==> src/rtl/procPkg.sv <==
// ISA widths, opcode and forwarding encodings, pipeline register structs
`default_nettype none

package procPkg;

   typedef logic [15:0] word_t;
   typedef logic [2:0]  regIdx_t;

   // Unlisted opcode values are illegal
   typedef enum logic [3:0] {
      ADD  = 4'd0,
      SUB  = 4'd1,
      AND  = 4'd2,
      XOR  = 4'd3,
      ADDI = 4'd4,
      LD   = 4'd5,
      ST   = 4'd6,
      BEQZ = 4'd7,
      HALT = 4'd15
   } opcode_e;

   typedef enum logic [1:0] {
      REG      = 2'd0,
      FROM_EM  = 2'd1,
      FROM_RET = 2'd2
   } fwdSel_e;

   typedef struct packed {
      opcode_e opcode;
      logic    useImm;
      logic    memRd;
      logic    memWr;
      logic    regWr;
      logic    isBranch;
      logic    isHalt;
      regIdx_t rd;
   } ctrl_t;

   typedef struct packed {
      logic    valid;
      ctrl_t   ctrl;
      word_t   pc;
      regIdx_t rs;
      regIdx_t rt;
      word_t   rsVal;
      word_t   rtVal;
      word_t   rdVal;
      word_t   imm;
   } deReg_t;

   typedef struct packed {
      logic  valid;
      ctrl_t ctrl;
      word_t result;
      word_t storeData;
   } emReg_t;

   typedef struct packed {
      logic    valid;
      logic    regWr;
      regIdx_t rd;
      word_t   data;
      logic    isHalt;
   } retire_t;

endpackage

`default_nettype wire

==> src/rtl/regFile.sv <==
// Eight-entry register file, three read ports, one write port with write-through
`timescale 1ns/10ps
`default_nettype none

module regFile (
   input  wire                    clk,
   input  wire                    rstN,
   input  wire procPkg::regIdx_t  rdIdxA,
   input  wire procPkg::regIdx_t  rdIdxB,
   input  wire procPkg::regIdx_t  rdIdxC,
   output procPkg::word_t         rdValA,
   output procPkg::word_t         rdValB,
   output procPkg::word_t         rdValC,
   input  wire procPkg::retire_t  wrPort
);

   procPkg::word_t regs [0:7];
   logic           wrEn;

   assign wrEn = wrPort.valid && wrPort.regWr;

   // Retiring value is visible in the same cycle
   assign rdValA = (wrEn && wrPort.rd == rdIdxA) ? wrPort.data : regs[rdIdxA];
   assign rdValB = (wrEn && wrPort.rd == rdIdxB) ? wrPort.data : regs[rdIdxB];
   assign rdValC = (wrEn && wrPort.rd == rdIdxC) ? wrPort.data : regs[rdIdxC];

   always_ff @(posedge clk) begin
      if (!rstN) begin
         for (int i = 0; i < 8; i++) begin
            regs[i] <= '0;
         end
      end else if (wrEn) begin
         regs[wrPort.rd] <= wrPort.data;
      end
   end

endmodule

`default_nettype wire

==> src/rtl/fetch.sv <==
// Program counter and fetch/decode register
`timescale 1ns/10ps
`default_nettype none

module fetch #(
   parameter procPkg::word_t ResetPc = 16'h0000
) (
   input  wire                  clk,
   input  wire                  rstN,
   input  wire                  stallFront,
   input  wire                  flush,
   input  wire                  haltSeen,
   input  wire                  redirect,
   input  wire procPkg::word_t  target,
   output procPkg::word_t       imemAddr,
   input  wire procPkg::word_t  imemData,
   output logic                 fdValid,
   output procPkg::word_t       fdInstr,
   output procPkg::word_t       fdPc
);

   procPkg::word_t pc;

   assign imemAddr = pc;

   always_ff @(posedge clk) begin
      if (!rstN) begin
         pc      <= ResetPc;
         fdValid <= 1'b0;
      end else if (!stallFront) begin
         // Redirect wins over the halt hold
         if (redirect) begin
            pc <= target;
         end else if (!haltSeen) begin
            pc <= pc + 16'd1;
         end
         fdValid <= !flush && !haltSeen;
      end
   end

   always_ff @(posedge clk) begin
      if (!stallFront) begin
         fdInstr <= imemData;
         fdPc    <= pc;
      end
   end

endmodule

`default_nettype wire

==> src/rtl/decode.sv <==
// Instruction decode, register read and decode/execute register
`timescale 1ns/10ps
`default_nettype none

module decode (
   input  wire                    clk,
   input  wire                    rstN,
   input  wire                    fdValid,
   input  wire procPkg::word_t    fdInstr,
   input  wire procPkg::word_t    fdPc,
   input  wire                    stallFront,
   input  wire                    bubbleDe,
   input  wire                    memStall,
   input  wire                    flush,
   input  wire procPkg::retire_t  retireIn,
   output procPkg::regIdx_t       srcRs,
   output procPkg::regIdx_t       srcRt,
   output logic                   haltSeen,
   output procPkg::deReg_t        deOut,
   output logic                   err
);

   procPkg::regIdx_t fRd;
   procPkg::regIdx_t fRs;
   procPkg::regIdx_t fRt;
   procPkg::word_t   imm;
   procPkg::ctrl_t   ctrl;
   logic             illegal;
   procPkg::regIdx_t idxA;
   procPkg::regIdx_t idxB;
   procPkg::regIdx_t idxC;
   procPkg::word_t   valA;
   procPkg::word_t   valB;
   procPkg::word_t   valC;
   logic             haltLatched;
   logic             takeFd;

   assign fRd = fdInstr[11:9];
   assign fRs = fdInstr[8:6];
   assign fRt = fdInstr[5:3];
   assign imm = {{10{fdInstr[5]}}, fdInstr[5:0]};

   always_comb begin
      ctrl        = '0;
      ctrl.opcode = procPkg::opcode_e'(fdInstr[15:12]);
      ctrl.rd     = fRd;
      illegal     = 1'b0;
      case (ctrl.opcode)
         procPkg::ADD, procPkg::SUB, procPkg::AND, procPkg::XOR: ctrl.regWr = 1'b1;
         procPkg::ADDI: begin
            ctrl.useImm = 1'b1;
            ctrl.regWr  = 1'b1;
         end
         procPkg::LD: begin
            ctrl.useImm = 1'b1;
            ctrl.memRd  = 1'b1;
            ctrl.regWr  = 1'b1;
         end
         procPkg::ST: begin
            ctrl.useImm = 1'b1;
            ctrl.memWr  = 1'b1;
         end
         procPkg::BEQZ: ctrl.isBranch = 1'b1;
         procPkg::HALT: ctrl.isHalt = 1'b1;
         // No control bits set, so it passes through as a no-op
         default: illegal = 1'b1;
      endcase
   end

   // Store data comes from rd, so it counts as the second source
   assign srcRs = fRs;
   assign srcRt = ctrl.memWr ? fRd : fRt;

   // While held, re-read the operands of the instruction waiting in execute
   assign idxA = memStall ? deOut.rs : fRs;
   assign idxB = memStall ? deOut.rt : fRt;
   assign idxC = memStall ? deOut.ctrl.rd : fRd;

   regFile regFile_i (
      .clk    (clk),
      .rstN   (rstN),
      .rdIdxA (idxA),
      .rdIdxB (idxB),
      .rdIdxC (idxC),
      .rdValA (valA),
      .rdValB (valB),
      .rdValC (valC),
      .wrPort (retireIn)
   );

   assign takeFd   = fdValid && !stallFront && !flush;
   assign haltSeen = haltLatched || (fdValid && ctrl.isHalt);

   always_ff @(posedge clk) begin
      if (!rstN) begin
         deOut <= '0;
      end else if (memStall) begin
         deOut.rsVal <= valA;
         deOut.rtVal <= valB;
         deOut.rdVal <= valC;
      end else if (bubbleDe || flush) begin
         deOut.valid <= 1'b0;
      end else begin
         deOut.valid <= fdValid;
         deOut.ctrl  <= ctrl;
         deOut.pc    <= fdPc;
         deOut.rs    <= fRs;
         deOut.rt    <= fRt;
         deOut.rsVal <= valA;
         deOut.rtVal <= valB;
         deOut.rdVal <= valC;
         deOut.imm   <= imm;
      end
   end

   always_ff @(posedge clk) begin
      if (!rstN) begin
         haltLatched <= 1'b0;
         err         <= 1'b0;
      end else begin
         if (takeFd && ctrl.isHalt) begin
            haltLatched <= 1'b1;
         end
         if (takeFd && illegal) begin
            err <= 1'b1;
         end
      end
   end

   errSticky_a : assert property (@(posedge clk) disable iff (!rstN) err |=> err);

endmodule

`default_nettype wire

==> src/rtl/hazardCtrl.sv <==
// Load-use and memory stalls, branch flush, forwarding selects
`timescale 1ns/10ps
`default_nettype none

module hazardCtrl (
   input  wire                    clk,
   input  wire procPkg::regIdx_t  srcRs,
   input  wire procPkg::regIdx_t  srcRt,
   input  wire                    fdValid,
   input  wire procPkg::deReg_t   deIn,
   input  wire procPkg::emReg_t   emIn,
   input  wire procPkg::retire_t  retireIn,
   input  wire                    branchTaken,
   input  wire                    memBusy,
   output logic                   stallFront,
   output logic                   bubbleDe,
   output logic                   memStall,
   output logic                   flush,
   output procPkg::fwdSel_e       fwdA,
   output procPkg::fwdSel_e       fwdB
);

   logic             loadUse;
   procPkg::regIdx_t srcB;

   function automatic procPkg::fwdSel_e pickSrc(
      procPkg::regIdx_t src,
      procPkg::emReg_t  em,
      procPkg::retire_t ret
   );
      if (em.valid && em.ctrl.regWr && em.ctrl.rd == src) begin
         return procPkg::FROM_EM;
      end else if (ret.valid && ret.regWr && ret.rd == src) begin
         return procPkg::FROM_RET;
      end
      return procPkg::REG;
   endfunction

   assign loadUse = fdValid && deIn.valid && deIn.ctrl.memRd &&
                    (srcRs == deIn.ctrl.rd || srcRt == deIn.ctrl.rd);

   // Memory stall first, then load-use
   assign memStall   = memBusy;
   assign stallFront = memBusy || loadUse;
   assign bubbleDe   = loadUse && !memBusy;
   assign flush      = branchTaken && !memBusy;

   // A store's second operand is its rd
   assign srcB = deIn.ctrl.memWr ? deIn.ctrl.rd : deIn.rt;
   assign fwdA = pickSrc(deIn.rs, emIn, retireIn);
   assign fwdB = pickSrc(srcB, emIn, retireIn);

   // A bubble and a flush never hit the same cycle
   stallExclusive_a : assert property (@(posedge clk) bubbleDe |-> !flush);

   // The load-use stall keeps a load out of the forwarding path
   noLoadFwd_a : assert property (@(posedge clk)
      deIn.valid && emIn.valid && emIn.ctrl.memRd |->
         fwdA != procPkg::FROM_EM && fwdB != procPkg::FROM_EM);

endmodule

`default_nettype wire

==> src/rtl/execute.sv <==
// Operand forwarding, ALU, branch resolution and execute/memory register
`timescale 1ns/10ps
`default_nettype none

module execute (
   input  wire                    clk,
   input  wire                    rstN,
   input  wire procPkg::deReg_t   deIn,
   input  wire                    memStall,
   input  wire procPkg::fwdSel_e  fwdA,
   input  wire procPkg::fwdSel_e  fwdB,
   input  wire procPkg::retire_t  retireIn,
   output procPkg::emReg_t        emOut,
   output logic                   branchTaken,
   output procPkg::word_t         target
);

   procPkg::word_t aVal;
   procPkg::word_t bVal;
   procPkg::word_t opB;
   procPkg::word_t result;

   function automatic procPkg::word_t pickVal(
      procPkg::fwdSel_e sel,
      procPkg::word_t   regVal,
      procPkg::word_t   emVal,
      procPkg::word_t   retVal
   );
      case (sel)
         procPkg::FROM_EM:  return emVal;
         procPkg::FROM_RET: return retVal;
         default:           return regVal;
      endcase
   endfunction

   assign aVal = pickVal(fwdA, deIn.rsVal, emOut.result, retireIn.data);
   // rdVal is the store data, rtVal the second ALU operand
   assign bVal = pickVal(fwdB, deIn.ctrl.memWr ? deIn.rdVal : deIn.rtVal,
                         emOut.result, retireIn.data);
   assign opB  = deIn.ctrl.useImm ? deIn.imm : bVal;

   always_comb begin
      case (deIn.ctrl.opcode)
         procPkg::SUB: result = aVal - opB;
         procPkg::AND: result = aVal & opB;
         procPkg::XOR: result = aVal ^ opB;
         // ADD, ADDI and the LD/ST address
         default:      result = aVal + opB;
      endcase
   end

   assign branchTaken = deIn.valid && deIn.ctrl.isBranch && (aVal == '0);
   assign target      = deIn.pc + 16'd1 + deIn.imm;

   always_ff @(posedge clk) begin
      if (!rstN) begin
         emOut <= '0;
      end else if (!memStall) begin
         emOut.valid     <= deIn.valid;
         emOut.ctrl      <= deIn.ctrl;
         emOut.result    <= result;
         emOut.storeData <= bVal;
      end
   end

endmodule

`default_nettype wire

==> src/rtl/memStage.sv <==
// Data port FSM, load data capture and retire register
`timescale 1ns/10ps
`default_nettype none

module memStage (
   input  wire                   clk,
   input  wire                   rstN,
   input  wire procPkg::emReg_t  emIn,
   output logic                  dmemReq,
   output logic                  dmemWe,
   output procPkg::word_t        dmemAddr,
   output procPkg::word_t        dmemWdata,
   input  wire procPkg::word_t   dmemRdata,
   input  wire                   dmemDone,
   output logic                  memBusy,
   output procPkg::retire_t      retireOut,
   output logic                  halted
);

   typedef enum logic {
      IDLE,
      WAIT
   } memState_e;

   memState_e state;
   logic      isAccess;

   assign isAccess  = emIn.valid && (emIn.ctrl.memRd || emIn.ctrl.memWr);
   assign dmemReq   = (state == WAIT);
   assign dmemWe    = emIn.ctrl.memWr;
   assign dmemAddr  = emIn.result;
   assign dmemWdata = emIn.storeData;

   // Busy until the done pulse, the pipe moves on that edge
   assign memBusy = isAccess && !(state == WAIT && dmemDone);

   always_ff @(posedge clk) begin
      if (!rstN) begin
         state <= IDLE;
      end else begin
         case (state)
            IDLE:    if (isAccess) state <= WAIT;
            WAIT:    if (dmemDone) state <= IDLE;
            default: state <= IDLE;
         endcase
      end
   end

   always_ff @(posedge clk) begin
      if (!rstN) begin
         retireOut <= '0;
         halted    <= 1'b0;
      end else if (memBusy) begin
         retireOut.valid <= 1'b0;
      end else begin
         retireOut.valid  <= emIn.valid;
         retireOut.regWr  <= emIn.ctrl.regWr;
         retireOut.rd     <= emIn.ctrl.rd;
         retireOut.data   <= emIn.ctrl.memRd ? dmemRdata : emIn.result;
         retireOut.isHalt <= emIn.ctrl.isHalt;
         if (emIn.valid && emIn.ctrl.isHalt) begin
            halted <= 1'b1;
         end
      end
   end

   addrStable_a : assert property (@(posedge clk) disable iff (!rstN)
      dmemReq && !dmemDone |=> $stable(dmemAddr));

endmodule

`default_nettype wire

==> src/rtl/proc.sv <==
// Pipelined processor top level
`timescale 1ns/10ps
`default_nettype none

module proc #(
   parameter procPkg::word_t ResetPc = 16'h0000
) (
   input  wire                   clk,
   input  wire                   rstN,
   output procPkg::word_t        imemAddr,
   input  wire procPkg::word_t   imemData,
   output logic                  dmemReq,
   output logic                  dmemWe,
   output procPkg::word_t        dmemAddr,
   output procPkg::word_t        dmemWdata,
   input  wire procPkg::word_t   dmemRdata,
   input  wire                   dmemDone,
   output procPkg::retire_t      retireOut,
   output logic                  halted,
   output logic                  err
);

   wire                   fdValid;
   wire procPkg::word_t   fdInstr;
   wire procPkg::word_t   fdPc;
   wire                   stallFront;
   wire                   bubbleDe;
   wire                   memStall;
   wire                   flush;
   wire                   haltSeen;
   wire                   branchTaken;
   wire procPkg::word_t   target;
   wire procPkg::regIdx_t srcRs;
   wire procPkg::regIdx_t srcRt;
   wire procPkg::deReg_t  deReg;
   wire procPkg::emReg_t  emReg;
   wire                   memBusy;
   wire procPkg::fwdSel_e fwdA;
   wire procPkg::fwdSel_e fwdB;

   fetch #(.ResetPc(ResetPc)) fetch_i (
      .clk        (clk),
      .rstN       (rstN),
      .stallFront (stallFront),
      .flush      (flush),
      .haltSeen   (haltSeen),
      .redirect   (branchTaken),
      .target     (target),
      .imemAddr   (imemAddr),
      .imemData   (imemData),
      .fdValid    (fdValid),
      .fdInstr    (fdInstr),
      .fdPc       (fdPc)
   );

   decode decode_i (
      .clk        (clk),
      .rstN       (rstN),
      .fdValid    (fdValid),
      .fdInstr    (fdInstr),
      .fdPc       (fdPc),
      .stallFront (stallFront),
      .bubbleDe   (bubbleDe),
      .memStall   (memStall),
      .flush      (flush),
      .retireIn   (retireOut),
      .srcRs      (srcRs),
      .srcRt      (srcRt),
      .haltSeen   (haltSeen),
      .deOut      (deReg),
      .err        (err)
   );

   hazardCtrl hazardCtrl_i (
      .clk         (clk),
      .srcRs       (srcRs),
      .srcRt       (srcRt),
      .fdValid     (fdValid),
      .deIn        (deReg),
      .emIn        (emReg),
      .retireIn    (retireOut),
      .branchTaken (branchTaken),
      .memBusy     (memBusy),
      .stallFront  (stallFront),
      .bubbleDe    (bubbleDe),
      .memStall    (memStall),
      .flush       (flush),
      .fwdA        (fwdA),
      .fwdB        (fwdB)
   );

   execute execute_i (
      .clk         (clk),
      .rstN        (rstN),
      .deIn        (deReg),
      .memStall    (memStall),
      .fwdA        (fwdA),
      .fwdB        (fwdB),
      .retireIn    (retireOut),
      .emOut       (emReg),
      .branchTaken (branchTaken),
      .target      (target)
   );

   memStage memStage_i (
      .clk       (clk),
      .rstN      (rstN),
      .emIn      (emReg),
      .dmemReq   (dmemReq),
      .dmemWe    (dmemWe),
      .dmemAddr  (dmemAddr),
      .dmemWdata (dmemWdata),
      .dmemRdata (dmemRdata),
      .dmemDone  (dmemDone),
      .memBusy   (memBusy),
      .retireOut (retireOut),
      .halted    (halted)
   );

endmodule

`default_nettype wire

==> config.mk <==
export PLATFORM = sky130hd
export DESIGN_NAME = proc
export DESIGN_NICKNAME = d
export VERILOG_FILES = /design/src/rtl/procPkg.sv /design/src/rtl/regFile.sv /design/src/rtl/fetch.sv /design/src/rtl/decode.sv /design/src/rtl/hazardCtrl.sv /design/src/rtl/execute.sv /design/src/rtl/memStage.sv /design/src/rtl/proc.sv
export SDC_FILE = /design/constraint.sdc
export NUM_CORES = 1
export LEC_CHECK = 0
export ABC_CLOCK_PERIOD_IN_PS = 15500
export BUFFER_PORTS_ARGS = -buffer_cell sky130_fd_sc_hd__buf_2
export CORE_MARGIN = 8
export CORE_UTILIZATION = 45
export DETAILED_ROUTE_END_ITERATION = 8
export SETUP_SLACK_MARGIN = 0.3
export SLEW_MARGIN = 20
export SYNTH_ARGS = -nofsm -noshare
export SYNTH_HDL_FRONTEND = slang
export SYNTH_SLANG_ARGS = --single-unit
==> constraint.sdc <==
create_clock -name clk -period 15.5 [get_ports clk]
set_input_delay 1.55 -clock clk [delete_from_list [all_inputs] [get_ports clk]]
set_output_delay 1.55 -clock clk [all_outputs]
set_load 0.02 [all_outputs]
==> flow_summary.yaml, run 1 <==
status:
  status: "completed"
routing:
  drc_errors: 0
  wl_per_cell_um: 22.80
  detail_route.first_pass.iterations: 5
  detail-route-antenna-nets: 0
  wl_um: 58350
  drt_first_iter_violations: 1470
  vias: 15130
  vias_per_cell: 5.911
power_and_ir_drop:
  ir_drop_mv: 0.07396
  p_clk_frac: 0.392
  power.density_nw_per_um2: 107.6
  p_seq_frac: 0.446
  p_int_mw: 1.660
  fin_total_pwr_mw: 2.336
  switching_power_mw: 0.6763
  switching_share: 0.2895
  p_leak_nw: 8.524
  share_comb_of_total_power: 0.162
synth:
  synthMuxAreaShare: 0.1803
  synthAdderAreaFrac: 0.03420
  ys.flop_type: "dfxtp_1"
  synthCells: 1925
  ys_types: 72
  synth_top_family_by_area: "multiplexers"
  synth_compound_area_frac: 0.1351
  ys_async_sr_fraction: 0
  synth_area_leader_cell: "edfxtp_1"
  synthTopCellsByArea: "edfxtp_1 25%, dfxtp_1 17%, mux4_2 11%, mux2i_1 6.7%, nand2_1 5.0%"
  synth-warning-count: 0
  synthSimpleGateAreaFrac: 0.1545
  synth_area_um2: 19460
  syn_nets: 2012
  synth_top_area_frac: 0.2469
  synth_area_per_cell_um2: 10.11
  synth-xor-area-share: 0.02880
  synth-edff-count: 160
  yosysSeqAreaShare: 0.4217
  synth-seq-cells: 330
placement:
  place_congestion: 0.8826
  hpwlAfterDp_um: 38330
  portBuffers: 108
  dp_slack_ps: 9305
worst_setup_path:
  crit_fanout: 24
  critical_path_required_ps: 15950
  cp_data_arrival_time_ps: 6680
  cp_num_cells: 21
  endpoint_kind: "flip-flop"
  worst_path_largest_cell_delay_ps: 900
  rr_worst_depth: 21
  critPathTopFamily: "compound AO/OA/AOI/OAI gates"
  critPathKind: "flip-flop to flip-flop"
  critPathBufInv: 2
  crit_slowest_cell: "or4_1"
  start_kind: "flip-flop"
  cp_cell_sequence: "buf_4 -> mux2i_1 -> xnor2_1 -> or4_1 -> a221o_1 -> a22oi_1 -> inv_1 -> ha_1 -> nand2b_1 -> o21ai_0 -> xor2_1 -> ha_1 -> or3_1 -> o221a_2 -> o31ai_1 -> a21oi_1 -> a31oi_1 -> o21ai_0 -> nand3b_1 -> mux2i_1 -> o31ai_2"
  startpoint: "decode_i.deOut[92]"
  r2r_start: "decode_i.deOut[92]"
grt:
  grt_overflow_total: 0
  grt_pass1_vias: 14950
  track_usage: 0.2285
  antenna_found_initial: 2
  grt_pass1_wl_um: 88730
  grt_max_degree: 87
sta:
  grt_setup_unrepaired: "no"
  worst_pin_slew_ps: 1117
  fin_tns_setup_ps: 0
  finalClockSkew_ps: 26.55
  relSlewSlack: 0.2506
  post-route-period-util: 0.4019
  setup_slack_ps: 9270
  finalSetupViolations: 0
  worst_hold_slack_ps: 448.3
  fmax_mhz: 160.5
  slew_violations: 0
  period_needed_ps: 6230
  hold_viol: 0
finish:
  num-nets-final: 2030
  n_antenna_cell: 0
  drive_gt1_frac: 0.1778
  syn_to_final_growth_pct: 11.60
clock_network:
  cts_sinks: 330
  cts.clk_slew.worst_paths_ps: 60
  post_cts_buffers: 0
  hold_buffers: 0
  clock_path_buffers: 3
  cts_made_buffers: 39
  htreeDepth: 2
  cts_tree: "done"
  cts_resized: 0
  clk_latency_ps: 570
  clockRootBuffer: "clkbuf_16"
hold_path:
  whs_path_depth: 2
  hp-class: "flip-flop to flip-flop"
  min_from: "memStage_i.retireOut[0]"
die:
  pin_count: 109
  die_h_um: 224.0
  row_count: 76
  die_area_um2: 50160
  die_x_um: 224.0
  start_util: 0.4538
  core-area_um2: 42890
job:
  max_cap_viol_count: 0
-- layout make-up --
type	count	area [um2]
Sequential cell	330	8209
Fill cell	3899	21170
Inverter	20	77.57
Clock inverter	17	157.7
Multi-Input combinational cell	1398	10530
Clock buffer	55	1107
Tap cell	585	732.0
Timing Repair Buffer	154	905.9
-- placed cells by master, fill, tap and decap left out, types with 5 or more instances in the layout --
cell / n
xnor2_1: 28
and3_1: 6
clkbuf_1: 10
nand2b_1: 12
a311oi_1: 9
a21oi_1: 172
o21a_1: 7
a211oi_1: 32
mux2i_4: 9
ha_1: 50
a31oi_1: 16
or4_1: 5
nand3_1: 23
o21ai_0: 52
edfxtp_1: 160
mux4_2: 96
and2_1: 125
clkbuf_8: 5
o41ai_1: 6
o21ai_1: 10
nand2_1: 261
dfxtp_1: 169
nand4_1: 8
mux2i_1: 121
o211ai_1: 56
clkinv_2: 10
buf_2: 108
nor2b_1: 10
clkbuf_16: 40
nor3_1: 35
xor2_1: 36
a21o_1: 8
buf_4: 45
nor4_1: 7
o22ai_1: 6
o31ai_1: 6
nor2_1: 112
inv_1: 17
-- logic make-up (layout without fill, tap and decap cells) --
kind of cell,count (synthesis),count (layout)
muxes,229,229
adders and majority gates,52,52
and+or+nand+nor,634,634
xor gates and xnor gates,64,64
AOI/OAI and AO/OA,419,419
DFF,330,330
buffers and inverters,197,246
-- final timing paths --
kind	to	slack [ps]
setup / recovery	execute_i.emOut[31]	9270
hold / removal	memStage_i.retireOut[0]	450
setup reg to reg	execute_i.emOut[31]	9270
hold reg to reg	memStage_i.retireOut[0]	450
-- power by group through the flow --
stage / Clock (mW) / Sequential [mW] / Combinational, mW
4_1_cts: 0.932 / 1.04 / 0.379
3_5_place_dp: 0 / 1.06 / 0.377
6_report: 0.916 / 1.04 / 0.378
3_3_place_gp: 0 / 1.06 / 0.373
5_1_grt: 0.961 / 1.05 / 0.413
2_1_floorplan: 0 / 1.02 / 0.293
-- synth_stat cells, drive strengths merged, types with 23 or more instances --
master  instances
nor2          116
a211oi         32
xor2           36
mux2i         131
edfxtp        160
ha             50
o211ai         60
nor3           37
buf            50
clkbuf        127
dfxtp         170
a21oi         173
nand2         261
nand3          23
mux4           96
and2          125
xnor2          28
o21ai          62
-- worst min-delay path, cell delays in order (launching register included) --
cell and delay (ps):
dfxtp_1 300, nand2_1 50, a21oi_1 50
-- registers in the layout (all words and copies together), names as in the netlist --
| signal | flops |
|---|---|
| decode_i.regFile_i.regs | 128 |
| decode_i.deOut | 87 |
| execute_i.emOut | 40 |
| memStage_i.retireOut | 22 |
| fetch_i.fdInstr | 16 |
| fetch_i.fdPc | 16 |
| fetch_i.imemAddr | 16 |
| decode_i.err | 1 |
| decode_i.haltLatched | 1 |
| fetch_i.fdValid | 1 |
| memStage_i.dmemReq | 1 |
| memStage_i.halted | 1 |
-- per-layer routing --
metal  track usage  part of all wire  wire (um)  vias up
met5             0                 0          0        -
met4       0.08178             0.032       1870        0
met3       0.05061             0.080       4690      103
met2        0.3711              0.47      27190      560
met1        0.2978              0.42      24600     7369
li1              -                 -          -     7095
-- through the flow --
| step | std cells | util | area, um2 |
|---|---|---|---|
| floorplan | 1925 | - | 19460 |
| global placement | 2486 | 0.4763 | 20430 |
| detailed placement | 2486 | 0.4763 | 20430 |
| CTS | 2558 | 0.5058 | 21690 |
| global route | 2559 | 0.5065 | 21720 |
| finish | 2559 | 0.5065 | 21720 |
(Power assumes the default switching activity.)
==> run 2: changes to the inputs <==
Settings changed: ABC_CLOCK_PERIOD_IN_PS 15500 to 5500.
Clock period 15.5 ns to 5.5 ns, I/O delays scaled along.
==> run 2 against run 1 <==
  * Count of clock-buffer cells in the layout fell by 1
  * Register-to-register slack lost 8600 ps
  * Power increased to 2.9 times the previous value
  * Cell area grew 1.6%
  * Core utilization grew 0.81 points
  * Die area did not move
  * Setup slack got worse by 8600 ps
  * Fmax grew 28%
  * Flip-flop and latch count unchanged
  * Critical path depth fell by 1
  * First-iteration DRC count is 24% lower
  * Via count up 2.5%
==> flow_summary.yaml, run 2 (synthesis results as in run 1) <==
status:
  status: "completed"
sta:
  fin_tns_setup_ps: 0
  finalClockSkew_ps: 24.16
  relSlewSlack: 0.2999
  worst_pin_slew_ps: 1050
  post-route-period-util: 0.8829
  setup_slack_ps: 643.8
  hold_viol: 0
  fmax_mhz: 205.9
  finalSetupViolations: 0
  period_needed_ps: 4856
  slew_violations: 0
  grt_setup_unrepaired: "no"
clock_network:
  htreeDepth: 2
  clockRootBuffer: "clkbuf_16"
  hold_buffers: 0
  cts_sinks: 330
  clk_latency_ps: 560
  cts.clk_slew.worst_paths_ps: 60
  cts_made_buffers: 40
  clock_path_buffers: 3
  cts_tree: "done"
grt:
  track_usage: 0.2306
  grt_pass1_vias: 15460
  antenna_found_initial: 0
  grt_overflow_total: 0
  grt_pass1_wl_um: 90090
  grt_max_degree: 90
routing:
  detail_route.first_pass.iterations: 6
  highest_layer: "met4"
  detail-route-antenna-nets: 0
  route.met3.wl_um: 4014
  wl_um: 59040
  wl_met1_um: 25220
  wl_per_cell_um: 22.86
  drt_first_iter_violations: 1113
  route.met2.wl_um: 27660
  vias: 15500
  drc_errors: 0
  vias_per_cell: 6.001
placement:
  place_area_um2: 20630
  portBuffers: 108
  hpwlAfterDp_um: 39550
  place_congestion: 0.8981
  numPlacedInstances: 2506
  dp_slack_ps: 80.83
finish:
  drive_gt1_frac: 0.1927
  top_register: "decode_i.regFile_i.regs"
  seq_area_um2: 8217
  finalNonFillerCells: 2583
  multi_input_area_um2: 10580
  largest_register_ffs: 128
  final_cell_mix: "261 x nand2_1, 172 x a21oi_1, 165 x dfxtp_1"
  final_common_cell: "nand2_1"
  fillers: 3864
  n_antenna_cell: 0
  syn_to_final_growth_pct: 13.38
  final_area_um2: 22070
  reg_top3: "decode_i.regFile_i.regs (128), decode_i.deOut (87), execute_i.emOut (40)"
  num-nets-final: 2053
power_and_ir_drop:
  switching_power_mw: 1.930
  p_seq_frac: 0.434
  p_int_mw: 4.783
  power.density_nw_per_um2: 304.2
  p_leak_nw: 8.707
  switching_share: 0.2875
  ir_drop_mv: 0.1880
  share_comb_of_total_power: 0.168
  fin_total_pwr_mw: 6.714
  p_clk_frac: 0.398
die:
  die_area_um2: 50160
  die_h_um: 224.0
  die_x_um: 224.0
  start_util: 0.4538
  row_count: 76
  pin_count: 109
  core-area_um2: 42890
worst_setup_path:
  critical_path_required_ps: 5950
  cp_data_arrival_time_ps: 5310
  start_kind: "flip-flop"
  rrSetupSlack_ps: 640
  crit_end: "execute_i.emOut[31]"
  rr_endpoint: "execute_i.emOut[31]"
  startpoint: "decode_i.deOut[92]"
  crit_fanout: 6
  endpoint_kind: "flip-flop"
  r2r_start: "decode_i.deOut[92]"
  rr_worst_depth: 20
  critPathKind: "flip-flop to flip-flop"
hold_path:
  hp-class: "primary input to flip-flop"
  min_from: "imemData[1]"
job:
  max_cap_viol_count: 0
[run 2: changes by cell type in the layout (fill, tap and decap cells not counted), moves of 3 or more]
cell and delta:
clkbuf_1 -3, buf_16 +3, clkinv_1 +4, dfxtp_1 -4, buf_4 +17, dfxtp_2 +3
[run 2: stage by stage]
stage,hold slack (ps),utilization
6_report,164.4,0.5146
5_1_grt,142.0,0.5146
4_1_cts,132.3,0.5120
3_5_place_dp,444.3,0.4810
3_3_place_gp,438.5,0.4798
2_1_floorplan,431.3,-
[run 2: how the worst min path moves through the flow]
stage	slack, ps	endpoint	depth (start not counted)
floorplan	430	decode_i.deOut[32]	2
global placement	440	memStage_i.retireOut[0]	2
detailed placement	440	decode_i.deOut[41]	2
CTS	130	fetch_i.fdInstr[1]	1
global route	140	fetch_i.fdInstr[0]	1
finish	160	fetch_i.fdInstr[1]	1
[run 2: layout make-up]
class | count | area share
multi-input combinational | 1398 | 0.4793
sequential | 330 | 0.3723
timing repair buffer | 176 | 0.05199
clock buffer | 54 | 0.05143
tap | 585 | 0.03317
clock inverter | 20 | 0.008221
inverter | 20 | 0.003515
[run 2: what timing repair did]
| action | 4_1_cts | 5_1_grt |
|---|---|---|
| hold endpoints to repair | 0 | 0 |
| gates resized for setup | 3 | 13 |
| setup endpoints to repair | 1 | 3 |
| buffers inserted | 0 | 1 |
| pin swaps | 0 | 1 |
[run 2: worst max-delay path, cell delays in order (launching register included)]
cell      delay, ps
dfxtp_4         410
mux2i_4         320
xnor2_2         150
or4_4           560
a221o_1         360
a31oi_1         240
inv_1            70
ha_1            190
nand2b_1        140
o21ai_0         130
xor2_1          180
ha_1            260
or3_1           350
o221a_2         260
o31ai_2         230
a21oi_1         160
a31oi_2         200
o21ai_2         120
nand3b_1        160
mux2i_1         190
o31ai_2          90
[run 2: power groups by stage]
stage | clock [mW] | combinational, mW | sequential (mW)
CTS | 2.72 | 1.12 | 2.91
global route | 2.80 | 1.22 | 2.93
floorplan | 0 | 0.826 | 2.88
finish | 2.67 | 1.13 | 2.91
global placement | 0 | 1.09 | 2.95
detailed placement | 0 | 1.11 | 2.96
[run 2: routing by layer]
layer  global-route usage  up-vias
met5                    0        -
met4              0.09048        0
met3              0.03950      137
met2               0.3779      510
met1               0.3019     7706
li1                     -     7148
==> run 3: changes to the inputs <==
Settings changed: PLACE_DENSITY_LB_ADDON from default to 0.2.
==> run 3 against run 2 <==
  * Cell count unchanged
  * Cell area down 0.42%
  * Global-route usage down 0.55 points
  * First-iteration DRC count up 26%
  * Sequential power about the same
  * Register-to-register slack worse by 100 ps
  * Core utilization down 0.22 points
  * Routed wire length down 2.4%
==> flow_summary.yaml, run 3 (synthesis results as in run 1) <==
routing:
  detail_route.first_pass.iterations: 5
  vias: 15310
  drt_first_iter_violations: 1407
  drc_errors: 0
  wl_um: 57630
  detail-route-antenna-nets: 0
  wl_per_cell_um: 22.31
  vias_per_cell: 5.929
grt:
  antenna_found_initial: 0
  grt_pass1_wl_um: 88160
  grt_pass1_vias: 15120
  track_usage: 0.2250
  grt_overflow_total: 0
  grt_max_degree: 96
die:
  pin_count: 109
  die_area_um2: 50160
  start_util: 0.4538
  die_x_um: 224.0
  die_h_um: 224.0
  row_count: 76
  core-area_um2: 42890
clock_network:
  cts_tree: "done"
  clockRootBuffer: "clkbuf_16"
  clock_path_buffers: 3
  cts_made_buffers: 39
  clk_latency_ps: 560
  htreeDepth: 2
  hold_buffers: 0
  cts_sinks: 330
  cts.clk_slew.worst_paths_ps: 60
sta:
  period_needed_ps: 4959
  fin_tns_setup_ps: 0
  post-route-period-util: 0.9017
  relSlewSlack: 0.2776
  slew_violations: 0
  grt_setup_unrepaired: "yes"
  finalSetupViolations: 0
  hold_viol: 0
  fmax_mhz: 201.6
  finalClockSkew_ps: 17.39
  worst_pin_slew_ps: 1061
worst_setup_path:
  critical_path_required_ps: 5930
  cp_cell_sequence: "mux2i_2 -> xnor2_1 -> or4_1 -> buf_4 -> a221o_1 -> a31oi_1 -> nor3_2 -> nand3b_1 -> o31ai_1 -> xor2_1 -> ha_1 -> or2_2 -> a21oi_1 -> a21oi_2 -> a31oi_1 -> o21ai_1 -> nand3b_1 -> mux2i_1 -> o31ai_2"
  worst_path_largest_cell_delay_ps: 600
  critPathTopFamily: "compound AO/OA/AOI/OAI gates"
  start_kind: "flip-flop"
  cp_data_arrival_time_ps: 5390
  endpoint_kind: "flip-flop"
  critPathBufInv: 1
  critPathKind: "flip-flop to flip-flop"
  crit_slowest_cell: "or4_1"
  crit_fanout: 22
finish:
  n_antenna_cell: 0
  finalNonFillerCells: 2583
  largest_register_ffs: 128
  drive_gt1_frac: 0.1902
  num-nets-final: 2055
  top_register: "decode_i.regFile_i.regs"
  final_common_cell: "nand2_1"
  final_cell_mix: "261 x nand2_1, 170 x a21oi_1, 165 x dfxtp_1"
  reg_top3: "decode_i.regFile_i.regs (128), decode_i.deOut (87), execute_i.emOut (40)"
  syn_to_final_growth_pct: 12.90
status:
  status: "completed"
hold_path:
  hp-class: "primary input to flip-flop"
power_and_ir_drop:
  ir_drop_mv: 0.2046
  p_leak_nw: 8.658
  power.density_nw_per_um2: 300.1
placement:
  place_congestion: 0.9231
  hpwlAfterDp_um: 38890
  portBuffers: 108
  numPlacedInstances: 2509
job:
  max_cap_viol_count: 0
run 3: area by class of cell:
class	instances	area (um2)
Multi-Input combinational cell	1398	10570
Clock buffer	51	1082
Tap cell	585	732.0
Inverter	20	77.57
Fill cell	3893	20910
Clock inverter	20	165.2
Sequential cell	330	8217
Timing Repair Buffer	179	1134
run 3: per-layer routing:
layer	up-vias	share of wire	GRT usage
met1	7514	0.43	0.2921
met4	0	0.031	0.07816
met3	117	0.070	0.04551
met2	530	0.47	0.3712
li1	7153	-	-
met5	-	0	0
run 3: what timing repair did:
| item | in CTS | in global routing |
|---|---|---|
| pin swaps | 0 | 1 |
| gates cloned | 0 | 0 |
| gates resized for setup | 3 | 10 |
| buffers inserted | 0 | 1 |
| setup endpoints to repair | 1 | 3 |
| endpoints found under the hold margin | 0 | 0 |
run 3: worst reg2reg max path: cells and delay by family, from the launching register on:
family / cells / cell delay [ps]
AO/OA/AOI/OAI: 8 / 1570
AND/OR/NAND/NOR: 5 / 1470
multiplexers: 2 / 470
flip-flops: 1 / 400
adder cells (fa/ha/maj): 1 / 370
XOR/XNOR: 2 / 340
buffers and inverters: 1 / 240
run 3: power by group:
part,internal [mW],switching (mW)
Clock,1.49,1.07
Sequential,2.71,0.185
Combinational,0.488,0.662
Total,4.68,1.91
run 3: worst paths after layout:
check,depth (start not counted),to,slack (ps),start
max,19,execute_i.emOut[31],540,decode_i.deOut[92]
min,1,fetch_i.fdInstr[0],180,imemData[0]
max reg2reg,19,execute_i.emOut[31],540,decode_i.deOut[92]
min reg2reg,2,decode_i.deOut[41],450,decode_i.deOut[41]
run 3: metrics by stage:
stage / util / worst slack (ps) / hold WS (ps) / power (mW) / cell area, um2
2_1_floorplan: - / 353.3 / 431.3 / 3.708 / 19460
3_3_place_gp: 0.4800 / 246.3 / 439.0 / 4.046 / 20590
3_5_place_dp: 0.4814 / 142.8 / 443.1 / 4.070 / 20640
4_1_cts: 0.5107 / 357.4 / 142.5 / 6.630 / 21900
5_1_grt: 0.5124 / 250.3 / 147.0 / 6.853 / 21970
6_report: 0.5124 / 540.9 / 175.3 / 6.594 / 21970
